==> config.mk <==
export PLATFORM = sky130hd
export DESIGN_NAME = core_top
export DESIGN_NICKNAME = d
export VERILOG_FILES = /design/src/core_pkg.sv /design/src/id_ex_if.sv /design/src/ex_wb_if.sv /design/src/decoder.sv /design/src/imm_ext.sv /design/src/regfile.sv /design/src/id_stage.sv /design/src/ex_stage.sv /design/src/wb_stage.sv /design/src/core_top.sv
export SDC_FILE = /design/constraint.sdc
export NUM_CORES = 2
export LEC_CHECK = 0
export BUFFER_PORTS_ARGS = -buffer_cell sky130_fd_sc_hd__buf_2
export CORE_ASPECT_RATIO = 1.2
export CORE_MARGIN = 5
export CORE_UTILIZATION = 55
export DETAILED_ROUTE_END_ITERATION = 16
export PLACE_DENSITY = 0.85
export SKIP_CTS_REPAIR_TIMING = 1
export SLEW_MARGIN = 15
export SYNTH_ARGS = -nofsm -noshare
export SYNTH_HDL_FRONTEND = slang
export SYNTH_HIERARCHICAL = 1
export SYNTH_SLANG_ARGS = --single-unit
==> constraint.sdc <==
create_clock -name clk -period 5.7 [get_ports clk]
set_clock_uncertainty 0.1 [all_clocks]
set_input_delay 0.855 -clock clk [delete_from_list [all_inputs] [get_ports clk]]
set_output_delay 0.855 -clock clk [all_outputs]
set_load 0.01 [all_outputs]
==> src/core_pkg.sv <==
package core_pkg;

    // data and pc width
    localparam int XLEN = 32;

    typedef logic [XLEN-1:0] word_t;
    typedef logic [31:0]     instr_t;
    typedef logic [4:0]      reg_idx_t;
    typedef logic [3:0]      alu_op_t;
    typedef logic [2:0]      ext_op_t;
    typedef logic [1:0]      src2_sel_t;
    typedef logic [1:0]      brc_t;

    // alu operations
    localparam alu_op_t ALU_ADD   = 4'd0;
    localparam alu_op_t ALU_SUB   = 4'd1;
    localparam alu_op_t ALU_SLL   = 4'd2;
    localparam alu_op_t ALU_SLT   = 4'd3;
    localparam alu_op_t ALU_SLTU  = 4'd4;
    localparam alu_op_t ALU_XOR   = 4'd5;
    localparam alu_op_t ALU_SRL   = 4'd6;
    localparam alu_op_t ALU_SRA   = 4'd7;
    localparam alu_op_t ALU_OR    = 4'd8;
    localparam alu_op_t ALU_AND   = 4'd9;
    // operand b straight through, for lui
    localparam alu_op_t ALU_PASSB = 4'd10;

    // immediate formats
    localparam ext_op_t EXT_I = 3'd0;
    localparam ext_op_t EXT_S = 3'd1;
    localparam ext_op_t EXT_B = 3'd2;
    localparam ext_op_t EXT_U = 3'd3;
    localparam ext_op_t EXT_J = 3'd4;

    // operand b sources
    localparam src2_sel_t SRC2_REG  = 2'd0;
    localparam src2_sel_t SRC2_IMM  = 2'd1;
    localparam src2_sel_t SRC2_FOUR = 2'd2;

    // control flow kinds
    localparam brc_t BRC_NONE   = 2'd0;
    localparam brc_t BRC_BRANCH = 2'd1;
    localparam brc_t BRC_JAL    = 2'd2;
    localparam brc_t BRC_JALR   = 2'd3;

    // branch funct3 codes
    localparam logic [2:0] BR_BEQ  = 3'b000;
    localparam logic [2:0] BR_BNE  = 3'b001;
    localparam logic [2:0] BR_BLT  = 3'b100;
    localparam logic [2:0] BR_BGE  = 3'b101;
    localparam logic [2:0] BR_BLTU = 3'b110;
    localparam logic [2:0] BR_BGEU = 3'b111;

    // major opcodes
    localparam logic [6:0] OP_LUI    = 7'b0110111;
    localparam logic [6:0] OP_AUIPC  = 7'b0010111;
    localparam logic [6:0] OP_JAL    = 7'b1101111;
    localparam logic [6:0] OP_JALR   = 7'b1100111;
    localparam logic [6:0] OP_BRANCH = 7'b1100011;
    localparam logic [6:0] OP_IMM    = 7'b0010011;
    localparam logic [6:0] OP_REG    = 7'b0110011;
    localparam logic [6:0] OP_SYSTEM = 7'b1110011;

    localparam instr_t EBREAK_INSTR = 32'h0010_0073;

endpackage

==> src/id_ex_if.sv <==
`timescale 1ns/1ps

interface id_ex_if import core_pkg::*; ();
    logic      valid;
    word_t     pc;
    // operands as read in decode, before forwarding
    word_t     rs1_val;
    word_t     rs2_val;
    word_t     imm;
    reg_idx_t  rs1_idx;
    reg_idx_t  rs2_idx;
    // high picks pc as operand a
    logic      src1sel;
    src2_sel_t src2sel;
    alu_op_t   alu_op;
    logic [2:0] funct3;
    brc_t      brc;
    reg_idx_t  rd;
    logic      wb_en;
    logic      ebreak;
    // kill the next decoded instruction
    logic      squash;

    modport dec (
        output valid, pc, rs1_val, rs2_val, imm, rs1_idx, rs2_idx,
        output src1sel, src2sel, alu_op, funct3, brc, rd, wb_en, ebreak,
        input  squash
    );

    modport exe (
        input  valid, pc, rs1_val, rs2_val, imm, rs1_idx, rs2_idx,
        input  src1sel, src2sel, alu_op, funct3, brc, rd, wb_en, ebreak,
        output squash
    );
endinterface

==> src/ex_wb_if.sv <==
`timescale 1ns/1ps

interface ex_wb_if import core_pkg::*; ();
    // execute result, not yet registered
    logic     valid;
    reg_idx_t rd;
    logic     wb_en;
    word_t    result;
    word_t    pc;
    logic     ebreak;
    // registered write port out of the result step
    logic     wr_en;
    reg_idx_t wr_rd;
    word_t    wr_data;

    modport exe (
        output valid, rd, wb_en, result, pc, ebreak,
        input  wr_en, wr_rd, wr_data
    );

    modport res (
        input  valid, rd, wb_en, result, pc, ebreak,
        output wr_en, wr_rd, wr_data
    );

    // register file write side
    modport dec (
        input wr_en, wr_rd, wr_data
    );
endinterface

==> src/decoder.sv <==
`timescale 1ns/1ps

module decoder import core_pkg::*; (
    input  instr_t    instr_i,
    output ext_op_t   ext_op_o,
    output logic      src1sel_o,
    output src2_sel_t src2sel_o,
    output alu_op_t   aluctr_o,
    output brc_t      brc_o,
    output logic      wb_en_o,
    output reg_idx_t  rs1_idx_o,
    output reg_idx_t  rs2_idx_o,
    output reg_idx_t  rd_o,
    output logic      ebreak_o
);
    logic [6:0] opcode;
    logic [2:0] funct3;
    logic       funct7_b5;
    alu_op_t    alu_f3;

    assign opcode    = instr_i[6:0];
    assign funct3    = instr_i[14:12];
    // bit 30 flags sub and sra
    assign funct7_b5 = instr_i[30];

    assign rs1_idx_o = instr_i[19:15];
    assign rs2_idx_o = instr_i[24:20];
    assign rd_o      = instr_i[11:7];

    // funct3 mapping shared by reg and imm forms
    always_comb begin
        case (funct3)
            3'b000:  alu_f3 = (opcode == OP_REG && funct7_b5) ? ALU_SUB : ALU_ADD;
            3'b001:  alu_f3 = ALU_SLL;
            3'b010:  alu_f3 = ALU_SLT;
            3'b011:  alu_f3 = ALU_SLTU;
            3'b100:  alu_f3 = ALU_XOR;
            3'b101:  alu_f3 = funct7_b5 ? ALU_SRA : ALU_SRL;
            3'b110:  alu_f3 = ALU_OR;
            default: alu_f3 = ALU_AND;
        endcase
    end

    always_comb begin
        // defaults give a no-write nop
        ext_op_o  = EXT_I;
        src1sel_o = 1'b0;
        src2sel_o = SRC2_REG;
        aluctr_o  = ALU_ADD;
        brc_o     = BRC_NONE;
        wb_en_o   = 1'b0;
        ebreak_o  = 1'b0;
        case (opcode)
            OP_REG: begin
                aluctr_o = alu_f3;
                wb_en_o  = 1'b1;
            end
            OP_IMM: begin
                src2sel_o = SRC2_IMM;
                aluctr_o  = alu_f3;
                wb_en_o   = 1'b1;
            end
            OP_LUI: begin
                ext_op_o  = EXT_U;
                src2sel_o = SRC2_IMM;
                aluctr_o  = ALU_PASSB;
                wb_en_o   = 1'b1;
            end
            OP_AUIPC: begin
                ext_op_o  = EXT_U;
                src1sel_o = 1'b1;
                src2sel_o = SRC2_IMM;
                wb_en_o   = 1'b1;
            end
            // links compute pc + 4 in the alu
            OP_JAL: begin
                ext_op_o  = EXT_J;
                src1sel_o = 1'b1;
                src2sel_o = SRC2_FOUR;
                brc_o     = BRC_JAL;
                wb_en_o   = 1'b1;
            end
            OP_JALR: begin
                src1sel_o = 1'b1;
                src2sel_o = SRC2_FOUR;
                brc_o     = BRC_JALR;
                wb_en_o   = 1'b1;
            end
            OP_BRANCH: begin
                ext_op_o = EXT_B;
                aluctr_o = ALU_SUB;
                brc_o    = BRC_BRANCH;
            end
            // only ebreak is honoured here
            OP_SYSTEM: begin
                ebreak_o = (instr_i == EBREAK_INSTR);
            end
            default: begin
                wb_en_o = 1'b0;
            end
        endcase
    end
endmodule

==> src/imm_ext.sv <==
`timescale 1ns/1ps

module imm_ext import core_pkg::*; (
    input  logic [24:0] instr_imm_i,
    input  ext_op_t     ext_op_i,
    output word_t       imm_o
);
    // rebuilt word so bit numbers match the isa manual
    instr_t ins;

    assign ins = {instr_imm_i, 7'b0};

    always_comb begin
        case (ext_op_i)
            EXT_S: begin
                imm_o = {{20{ins[31]}}, ins[31:25], ins[11:7]};
            end
            // branch offsets are in halfwords
            EXT_B: begin
                imm_o = {{19{ins[31]}}, ins[31], ins[7], ins[30:25], ins[11:8], 1'b0};
            end
            EXT_U: begin
                imm_o = {ins[31:12], 12'b0};
            end
            EXT_J: begin
                imm_o = {{11{ins[31]}}, ins[31], ins[19:12], ins[20], ins[30:21], 1'b0};
            end
            // i format and anything unknown
            default: begin
                imm_o = {{20{ins[31]}}, ins[31:20]};
            end
        endcase
    end
endmodule

==> src/regfile.sv <==
`timescale 1ns/1ps

module regfile import core_pkg::*; (
    input  logic     clk,
    input  logic     rst_i,
    input  reg_idx_t rs1_addr_i,
    input  reg_idx_t rs2_addr_i,
    input  logic     wr_en_i,
    input  reg_idx_t wr_addr_i,
    input  word_t    wr_data_i,
    output word_t    rs1_data_o,
    output word_t    rs2_data_o
);
    // x0 has no storage
    word_t regs [1:31];

    always_ff @(posedge clk) begin
        if (wr_en_i && wr_addr_i != '0) begin
            regs[wr_addr_i] <= wr_data_i;
        end
    end

    // write-through so a same-cycle write is seen by decode
    always_comb begin
        if (rs1_addr_i == '0) begin
            rs1_data_o = '0;
        end else if (wr_en_i && wr_addr_i == rs1_addr_i) begin
            rs1_data_o = wr_data_i;
        end else begin
            rs1_data_o = regs[rs1_addr_i];
        end
        if (rs2_addr_i == '0) begin
            rs2_data_o = '0;
        end else if (wr_en_i && wr_addr_i == rs2_addr_i) begin
            rs2_data_o = wr_data_i;
        end else begin
            rs2_data_o = regs[rs2_addr_i];
        end
    end

    // a stored value reads back the cycle after its write
    a_read_back: assert property (@(posedge clk) disable iff (rst_i)
        $past(wr_en_i) && $past(wr_addr_i) != '0 && rs1_addr_i == $past(wr_addr_i) &&
        !(wr_en_i && wr_addr_i == rs1_addr_i) |-> rs1_data_o == $past(wr_data_i));
endmodule

==> src/id_stage.sv <==
`timescale 1ns/1ps

module id_stage import core_pkg::*; (
    input  logic   clk,
    input  logic   rst_i,
    input  logic   instr_valid_i,
    input  instr_t instr_i,
    input  word_t  pc_i,
    id_ex_if.dec   id_ex,
    ex_wb_if.dec   wb
);
    ext_op_t   ext_op;
    logic      src1sel;
    src2_sel_t src2sel;
    alu_op_t   aluctr;
    brc_t      brc;
    logic      wb_en;
    reg_idx_t  rs1_idx;
    reg_idx_t  rs2_idx;
    reg_idx_t  rd;
    logic      ebreak;
    word_t     imm;
    word_t     rs1_val;
    word_t     rs2_val;

    decoder decoder_u (
        .instr_i   (instr_i),
        .ext_op_o  (ext_op),
        .src1sel_o (src1sel),
        .src2sel_o (src2sel),
        .aluctr_o  (aluctr),
        .brc_o     (brc),
        .wb_en_o   (wb_en),
        .rs1_idx_o (rs1_idx),
        .rs2_idx_o (rs2_idx),
        .rd_o      (rd),
        .ebreak_o  (ebreak)
    );

    imm_ext imm_ext_u (
        .instr_imm_i (instr_i[31:7]),
        .ext_op_i    (ext_op),
        .imm_o       (imm)
    );

    // write port comes back from the result step
    regfile regfile_u (
        .clk        (clk),
        .rst_i      (rst_i),
        .rs1_addr_i (rs1_idx),
        .rs2_addr_i (rs2_idx),
        .wr_en_i    (wb.wr_en),
        .wr_addr_i  (wb.wr_rd),
        .wr_data_i  (wb.wr_data),
        .rs1_data_o (rs1_val),
        .rs2_data_o (rs2_val)
    );

    // valid: dropped on reset or when execute redirects
    always_ff @(posedge clk) begin
        if (rst_i) begin
            id_ex.valid <= 1'b0;
        end else begin
            id_ex.valid <= instr_valid_i & ~id_ex.squash;
        end
    end

    // payload loads every cycle
    always_ff @(posedge clk) begin
        id_ex.pc      <= pc_i;
        id_ex.rs1_val <= rs1_val;
        id_ex.rs2_val <= rs2_val;
        id_ex.imm     <= imm;
        id_ex.rs1_idx <= rs1_idx;
        id_ex.rs2_idx <= rs2_idx;
        id_ex.src1sel <= src1sel;
        id_ex.src2sel <= src2sel;
        id_ex.alu_op  <= aluctr;
        id_ex.funct3  <= instr_i[14:12];
        id_ex.brc     <= brc;
        id_ex.rd      <= rd;
        id_ex.wb_en   <= wb_en;
        id_ex.ebreak  <= ebreak;
    end
endmodule

==> src/ex_stage.sv <==
`timescale 1ns/1ps

module ex_stage import core_pkg::*; (
    input  logic  clk,
    input  logic  rst_i,
    id_ex_if.exe  id_ex,
    ex_wb_if.exe  ex_wb,
    output logic  redirect_o,
    output word_t redirect_pc_o
);
    logic  fwd1;
    logic  fwd2;
    word_t rs1;
    word_t rs2;
    word_t op_a;
    word_t op_b;
    word_t alu_out;
    logic  [4:0] shamt;
    logic  br_cond;
    logic  take;
    word_t jalr_sum;

    // producer one older sits in the result register
    assign fwd1 = ex_wb.wr_en && id_ex.rs1_idx != '0 && ex_wb.wr_rd == id_ex.rs1_idx;
    assign fwd2 = ex_wb.wr_en && id_ex.rs2_idx != '0 && ex_wb.wr_rd == id_ex.rs2_idx;
    assign rs1  = fwd1 ? ex_wb.wr_data : id_ex.rs1_val;
    assign rs2  = fwd2 ? ex_wb.wr_data : id_ex.rs2_val;

    // operand select
    assign op_a = id_ex.src1sel ? id_ex.pc : rs1;
    always_comb begin
        case (id_ex.src2sel)
            SRC2_IMM:  op_b = id_ex.imm;
            SRC2_FOUR: op_b = word_t'(4);
            default:   op_b = rs2;
        endcase
    end

    assign shamt = op_b[4:0];

    always_comb begin
        case (id_ex.alu_op)
            ALU_SUB:   alu_out = op_a - op_b;
            ALU_SLL:   alu_out = op_a << shamt;
            ALU_SLT:   alu_out = {{(XLEN-1){1'b0}}, $signed(op_a) < $signed(op_b)};
            ALU_SLTU:  alu_out = {{(XLEN-1){1'b0}}, op_a < op_b};
            ALU_XOR:   alu_out = op_a ^ op_b;
            ALU_SRL:   alu_out = op_a >> shamt;
            ALU_SRA:   alu_out = $signed(op_a) >>> shamt;
            ALU_OR:    alu_out = op_a | op_b;
            ALU_AND:   alu_out = op_a & op_b;
            ALU_PASSB: alu_out = op_b;
            default:   alu_out = op_a + op_b;
        endcase
    end

    // branch compare on forwarded registers
    always_comb begin
        case (id_ex.funct3)
            BR_BEQ:  br_cond = (rs1 == rs2);
            BR_BNE:  br_cond = (rs1 != rs2);
            BR_BLT:  br_cond = $signed(rs1) < $signed(rs2);
            BR_BGE:  br_cond = $signed(rs1) >= $signed(rs2);
            BR_BLTU: br_cond = rs1 < rs2;
            BR_BGEU: br_cond = rs1 >= rs2;
            default: br_cond = 1'b0;
        endcase
    end

    assign take = id_ex.valid && (id_ex.brc == BRC_JAL || id_ex.brc == BRC_JALR ||
                                  (id_ex.brc == BRC_BRANCH && br_cond));

    // jalr target drops bit 0
    assign jalr_sum      = rs1 + id_ex.imm;
    assign redirect_pc_o = (id_ex.brc == BRC_JALR) ? {jalr_sum[XLEN-1:1], 1'b0}
                                                   : id_ex.pc + id_ex.imm;
    assign redirect_o    = take;
    assign id_ex.squash  = take;

    // to the result step
    assign ex_wb.valid  = id_ex.valid;
    assign ex_wb.rd     = id_ex.rd;
    assign ex_wb.wb_en  = id_ex.wb_en;
    assign ex_wb.result = alu_out;
    assign ex_wb.pc     = id_ex.pc;
    assign ex_wb.ebreak = id_ex.ebreak;

    a_target_aligned: assert property (@(posedge clk) disable iff (rst_i)
        redirect_o |-> redirect_pc_o[1:0] == 2'b00);
endmodule

==> src/wb_stage.sv <==
`timescale 1ns/1ps

module wb_stage import core_pkg::*; (
    input  logic     clk,
    input  logic     rst_i,
    ex_wb_if.res     ex_wb,
    output logic     retire_o,
    output word_t    retire_pc_o,
    output reg_idx_t retire_rd_o,
    output logic     retire_we_o,
    output word_t    retire_data_o,
    output logic     halt_o
);
    logic     valid_q;
    logic     halt_q;
    logic     halting;
    reg_idx_t rd_q;
    logic     we_q;
    word_t    data_q;
    word_t    pc_q;
    logic     ebreak_q;

    // ebreak retiring now blocks the next one too
    assign halting = halt_q | (valid_q & ebreak_q);

    always_ff @(posedge clk) begin
        if (rst_i) begin
            valid_q <= 1'b0;
            halt_q  <= 1'b0;
        end else begin
            valid_q <= ex_wb.valid & ~halting;
            if (valid_q && ebreak_q) begin
                halt_q <= 1'b1;
            end
        end
    end

    always_ff @(posedge clk) begin
        if (ex_wb.valid) begin
            rd_q     <= ex_wb.rd;
            we_q     <= ex_wb.wb_en;
            data_q   <= ex_wb.result;
            pc_q     <= ex_wb.pc;
            ebreak_q <= ex_wb.ebreak;
        end
    end

    // x0 writes never reach the register file
    assign ex_wb.wr_en   = valid_q & we_q & (rd_q != '0);
    assign ex_wb.wr_rd   = rd_q;
    assign ex_wb.wr_data = data_q;

    assign retire_o      = valid_q;
    assign retire_pc_o   = pc_q;
    assign retire_rd_o   = rd_q;
    assign retire_we_o   = ex_wb.wr_en;
    assign retire_data_o = data_q;
    assign halt_o        = halt_q;

    a_quiet_after_halt: assert property (@(posedge clk) disable iff (rst_i)
        halt_o |-> !retire_o);
endmodule

==> src/core_top.sv <==
`timescale 1ns/1ps

module core_top import core_pkg::*; (
    input  logic     clk,
    input  logic     rst_i,
    input  logic     instr_valid_i,
    input  instr_t   instr_i,
    input  word_t    pc_i,
    output logic     redirect_o,
    output word_t    redirect_pc_o,
    output logic     retire_o,
    output word_t    retire_pc_o,
    output reg_idx_t retire_rd_o,
    output logic     retire_we_o,
    output word_t    retire_data_o,
    output logic     halt_o
);
    // decode to execute, squash back
    id_ex_if id_ex ();
    // execute to result, write port back
    ex_wb_if ex_wb ();

    id_stage id_stage_u (
        .clk           (clk),
        .rst_i         (rst_i),
        .instr_valid_i (instr_valid_i),
        .instr_i       (instr_i),
        .pc_i          (pc_i),
        .id_ex         (id_ex.dec),
        .wb            (ex_wb.dec)
    );

    ex_stage ex_stage_u (
        .clk           (clk),
        .rst_i         (rst_i),
        .id_ex         (id_ex.exe),
        .ex_wb         (ex_wb.exe),
        .redirect_o    (redirect_o),
        .redirect_pc_o (redirect_pc_o)
    );

    wb_stage wb_stage_u (
        .clk           (clk),
        .rst_i         (rst_i),
        .ex_wb         (ex_wb.res),
        .retire_o      (retire_o),
        .retire_pc_o   (retire_pc_o),
        .retire_rd_o   (retire_rd_o),
        .retire_we_o   (retire_we_o),
        .retire_data_o (retire_data_o),
        .halt_o        (halt_o)
    );
endmodule

==> run summary <==
status - complete, but fails checks
violated checks - negative setup slack
port bufs - 171
Critical Path RT - 4.74 ns
placeable core area - 123500 µm²
Hold EP - id_stage_u/id_ex.pc[3]$_DFF_P_
CP top delay family - simple AND/OR/NAND/NOR gates
Longest Clk Path Bufs - 3
register area - 35130 µm²
TritonRoute pass-1 iters - 8
post-synthesis net count - 5571
worst path arrival time - 5.36 ns
R2R cell count - 23
Worst-path clk slew - 0.07 ns
Post-synth top flop - edfxtp_1
Total Wirelength - 296200 µm
final setup violation count - 25
final slew viol count - 0
final worst setup slack - -0.6116 ns
P&R area growth vs syn - 15.47%
nets@finish - 6021
relative slew slack - 14.62%
grt total ovfl - 0
cts bufs inserted - 117
Synth Area per Inst - 12.90 µm²
Starting Density - 55.46%
Post-DRT Antenna Nets - 0
max cap viols - 0
largest net degree at the start of global routing - 90
CTS tree - yes
WHS Path Cells - 1
Slowest cell on crit path - edfxtp_1
flop2flop setup slack - -0.22 ns
end of the worst register-to-register path - wb_stage_u/ex_wb.wr_data[27]$_DFFE_PP_
synth warn - 6
# clock sinks - 1223
Area after DPL - 73890 µm²
ys async rst share - 0%
Yosys reg bits - 1223
I/O Pins - 172
Residual DRC - 0
share of layout cells above drive strength 1 - 28.65%
Root Buffer - clkbuf_16
highest clock rate - 0.1584 GHz
antenna violations before repair - 26
leading area contributor after synthesis - edfxtp_1
via count - 56150
first-pass GRT wire length - 407800 µm
Post-synth EDFFs - 1063
Filler Cells Inserted - 8827
multi-input logic area - 31460 µm²
fin crit share - 110.7%
startpoint types - flip-flop
Die Wd - 332.1 µm
CP Class - flip-flop to output port
Hold Startpoint - pc_i[3]
GP Congestion - 1.055
Synth cell types - 112
DIE AREA - 131700 µm²
Setup Slack @ Placement - -0.2297 ns
All-Layer GR Usage - 43.25%
Mapped Cells - 5308
Largest stage delay, worst path - 0.41 ns
vias in the first global route - 55260
Netlist Area Pre-Place - 68490 µm²
CP Depth - 20
Worst Max-Slew Pin Slew - 1.245 ns
routed len/inst - 39.38 µm
reg2reg start - wb_stage_u/ex_wb.wr_rd[0]$_DFFE_PP_
worst vdd ir - 314.1 µV
Worst setup EP type - output port
vias per cell - 7.467
H-tree depth - 3
Synth top area share - 46.61%
post-detail-place hpwl - 202800 µm
top-count cell post-synth - edfxtp_1
Critical path origin - wb_stage_u/ex_wb.wr_rd[0]$_DFFE_PP_
CP Max Fanout - 4
crit-path cells - or3_1, o311a_1, buf_6, and2_1, and4_1, or2_4, ha_4, buf_4, a21oi_1, nor2b_1, o21ai_1, a211o_1, a31o_4, o21ai_4, and3_4, o221ai_4, mux2i_1, nand3_1, xnor2_1, buf_2
unrepaired setup endpoints after global routing - true
post-layout min period - 6.312 ns
Core Rows - 141
Skew-Pair Late Insertion Delay - 0.79 ns
Final Power - 24.82 mW
worst min-delay path class - input pin to flip-flop
Die H - 396.6 µm
Post-synth top cells - 1063 x edfxtp_1, 391 x mux2i_1, 338 x nand2_1, 304 x mux4_2, 276 x a21oi_1
PD cells - 313.8 nW/µm²
initial detailed-routing violation count - 9559
LEAKAGE - 28.82 nW
Worst Path Buf+Inv - 3
final hold violations - 0
design area - 79080 µm²
Seq/Total Area, Yosys - 51.29%
Synth area leaders - edfxtp_1 47%, mux4_2 10%, mux2i_1 5.7%
metrics by stage:
stage	TNS, ns	hold slack [ns]	std cells	utilization, %
after global routing	-10.35	0.05044	7507	64.01
final	-7.094	0.06317	7520	64.04
after CTS	-15.32	0.02896	7474	63.00
after detailed placement	-1.485	0.2975	7253	59.83
after global placement	-1.285	0.2900	7249	59.77
after floorplan	0	0.3611	5308	-
logic make-up (layout without fill, tap and decap cells):
kind of cell | Yosys count | in the layout | synth area share (%)
fa+ha+maj | 196 | 196 | 3.625
mux | 867 | 867 | 18.68
other cells | 0 | 16 | 0
xor+xnor | 84 | 84 | 1.074
flops | 1223 | 1223 | 51.29
simple gates | 980 | 980 | 6.734
compound gates | 1365 | 1365 | 14.10
buf+inv | 593 | 1145 | 4.503
final cells by class:
class	count	area share [%]
Timing Repair Buffer	794	7.580
Antenna cell	16	0.05063
Inverter	130	0.6170
Multi-Input combinational cell	3492	39.78
Sequential cell	1223	44.42
Clock inverter	81	1.090
Clock buffer	140	3.862
Tap cell	1644	2.601
state kept, by name, indices dropped and copies added, names as in the netlist, 4 cells and up:
register	count
id_stage_u/id_ex.alu_op	4
id_stage_u/id_ex.imm	32
id_stage_u/id_ex.pc	32
id_stage_u/id_ex.rd	5
id_stage_u/id_ex.rs1_idx	5
id_stage_u/id_ex.rs1_val	32
id_stage_u/id_ex.rs2_idx	5
id_stage_u/id_ex.rs2_val	32
id_stage_u/regfile_u/regs	992
wb_stage_u/ex_wb.wr_data	32
wb_stage_u/ex_wb.wr_rd	5
wb_stage_u/retire_pc_o	32
metal layers:
| layer | global-route usage, % | share of wire [%] |
|---|---|---|
| met1 | 47.52 | 31 |
| met2 | 69.30 | 45 |
| met3 | 12.27 | 12 |
| met4 | 37.10 | 12 |
| met5 | 0.5136 | 0.050 |
power by group:
group	switching (mW)	leakage, nW	internal (mW)	total [mW]
combinational	4.01	16.0	2.38	6.39
sequential	0.233	10.9	10.1	10.3
clock	3.68	1.92	4.41	8.09
total	7.92	28.8	16.9	24.8
cell usage in the layout (no fill, tap or decap), types with 159 or more instances in the layout:
| cell | n |
|---|---|
| mux4_2 | 304 |
| buf_4 | 582 |
| mux2i_1 | 378 |
| edfxtp_1 | 1063 |
| nor2_1 | 228 |
| ha_1 | 179 |
| nand2_1 | 334 |
| a21oi_1 | 256 |
| dfxtp_1 | 159 |
| buf_2 | 161 |
how the worst max path moves through the flow:
stage | end | slack, ns
final | redirect_pc_o[31] | -0.61
after global routing | redirect_o | -0.75
after CTS | redirect_pc_o[30] | -1.07
after detailed placement | redirect_pc_o[30] | -0.23
after global placement | redirect_pc_o[30] | -0.25
after floorplan | wb_stage_u/ex_wb.wr_data[27]$_DFFE_PP_ | 0.002
No activity file was read; power rests on OpenSTA's default activity.
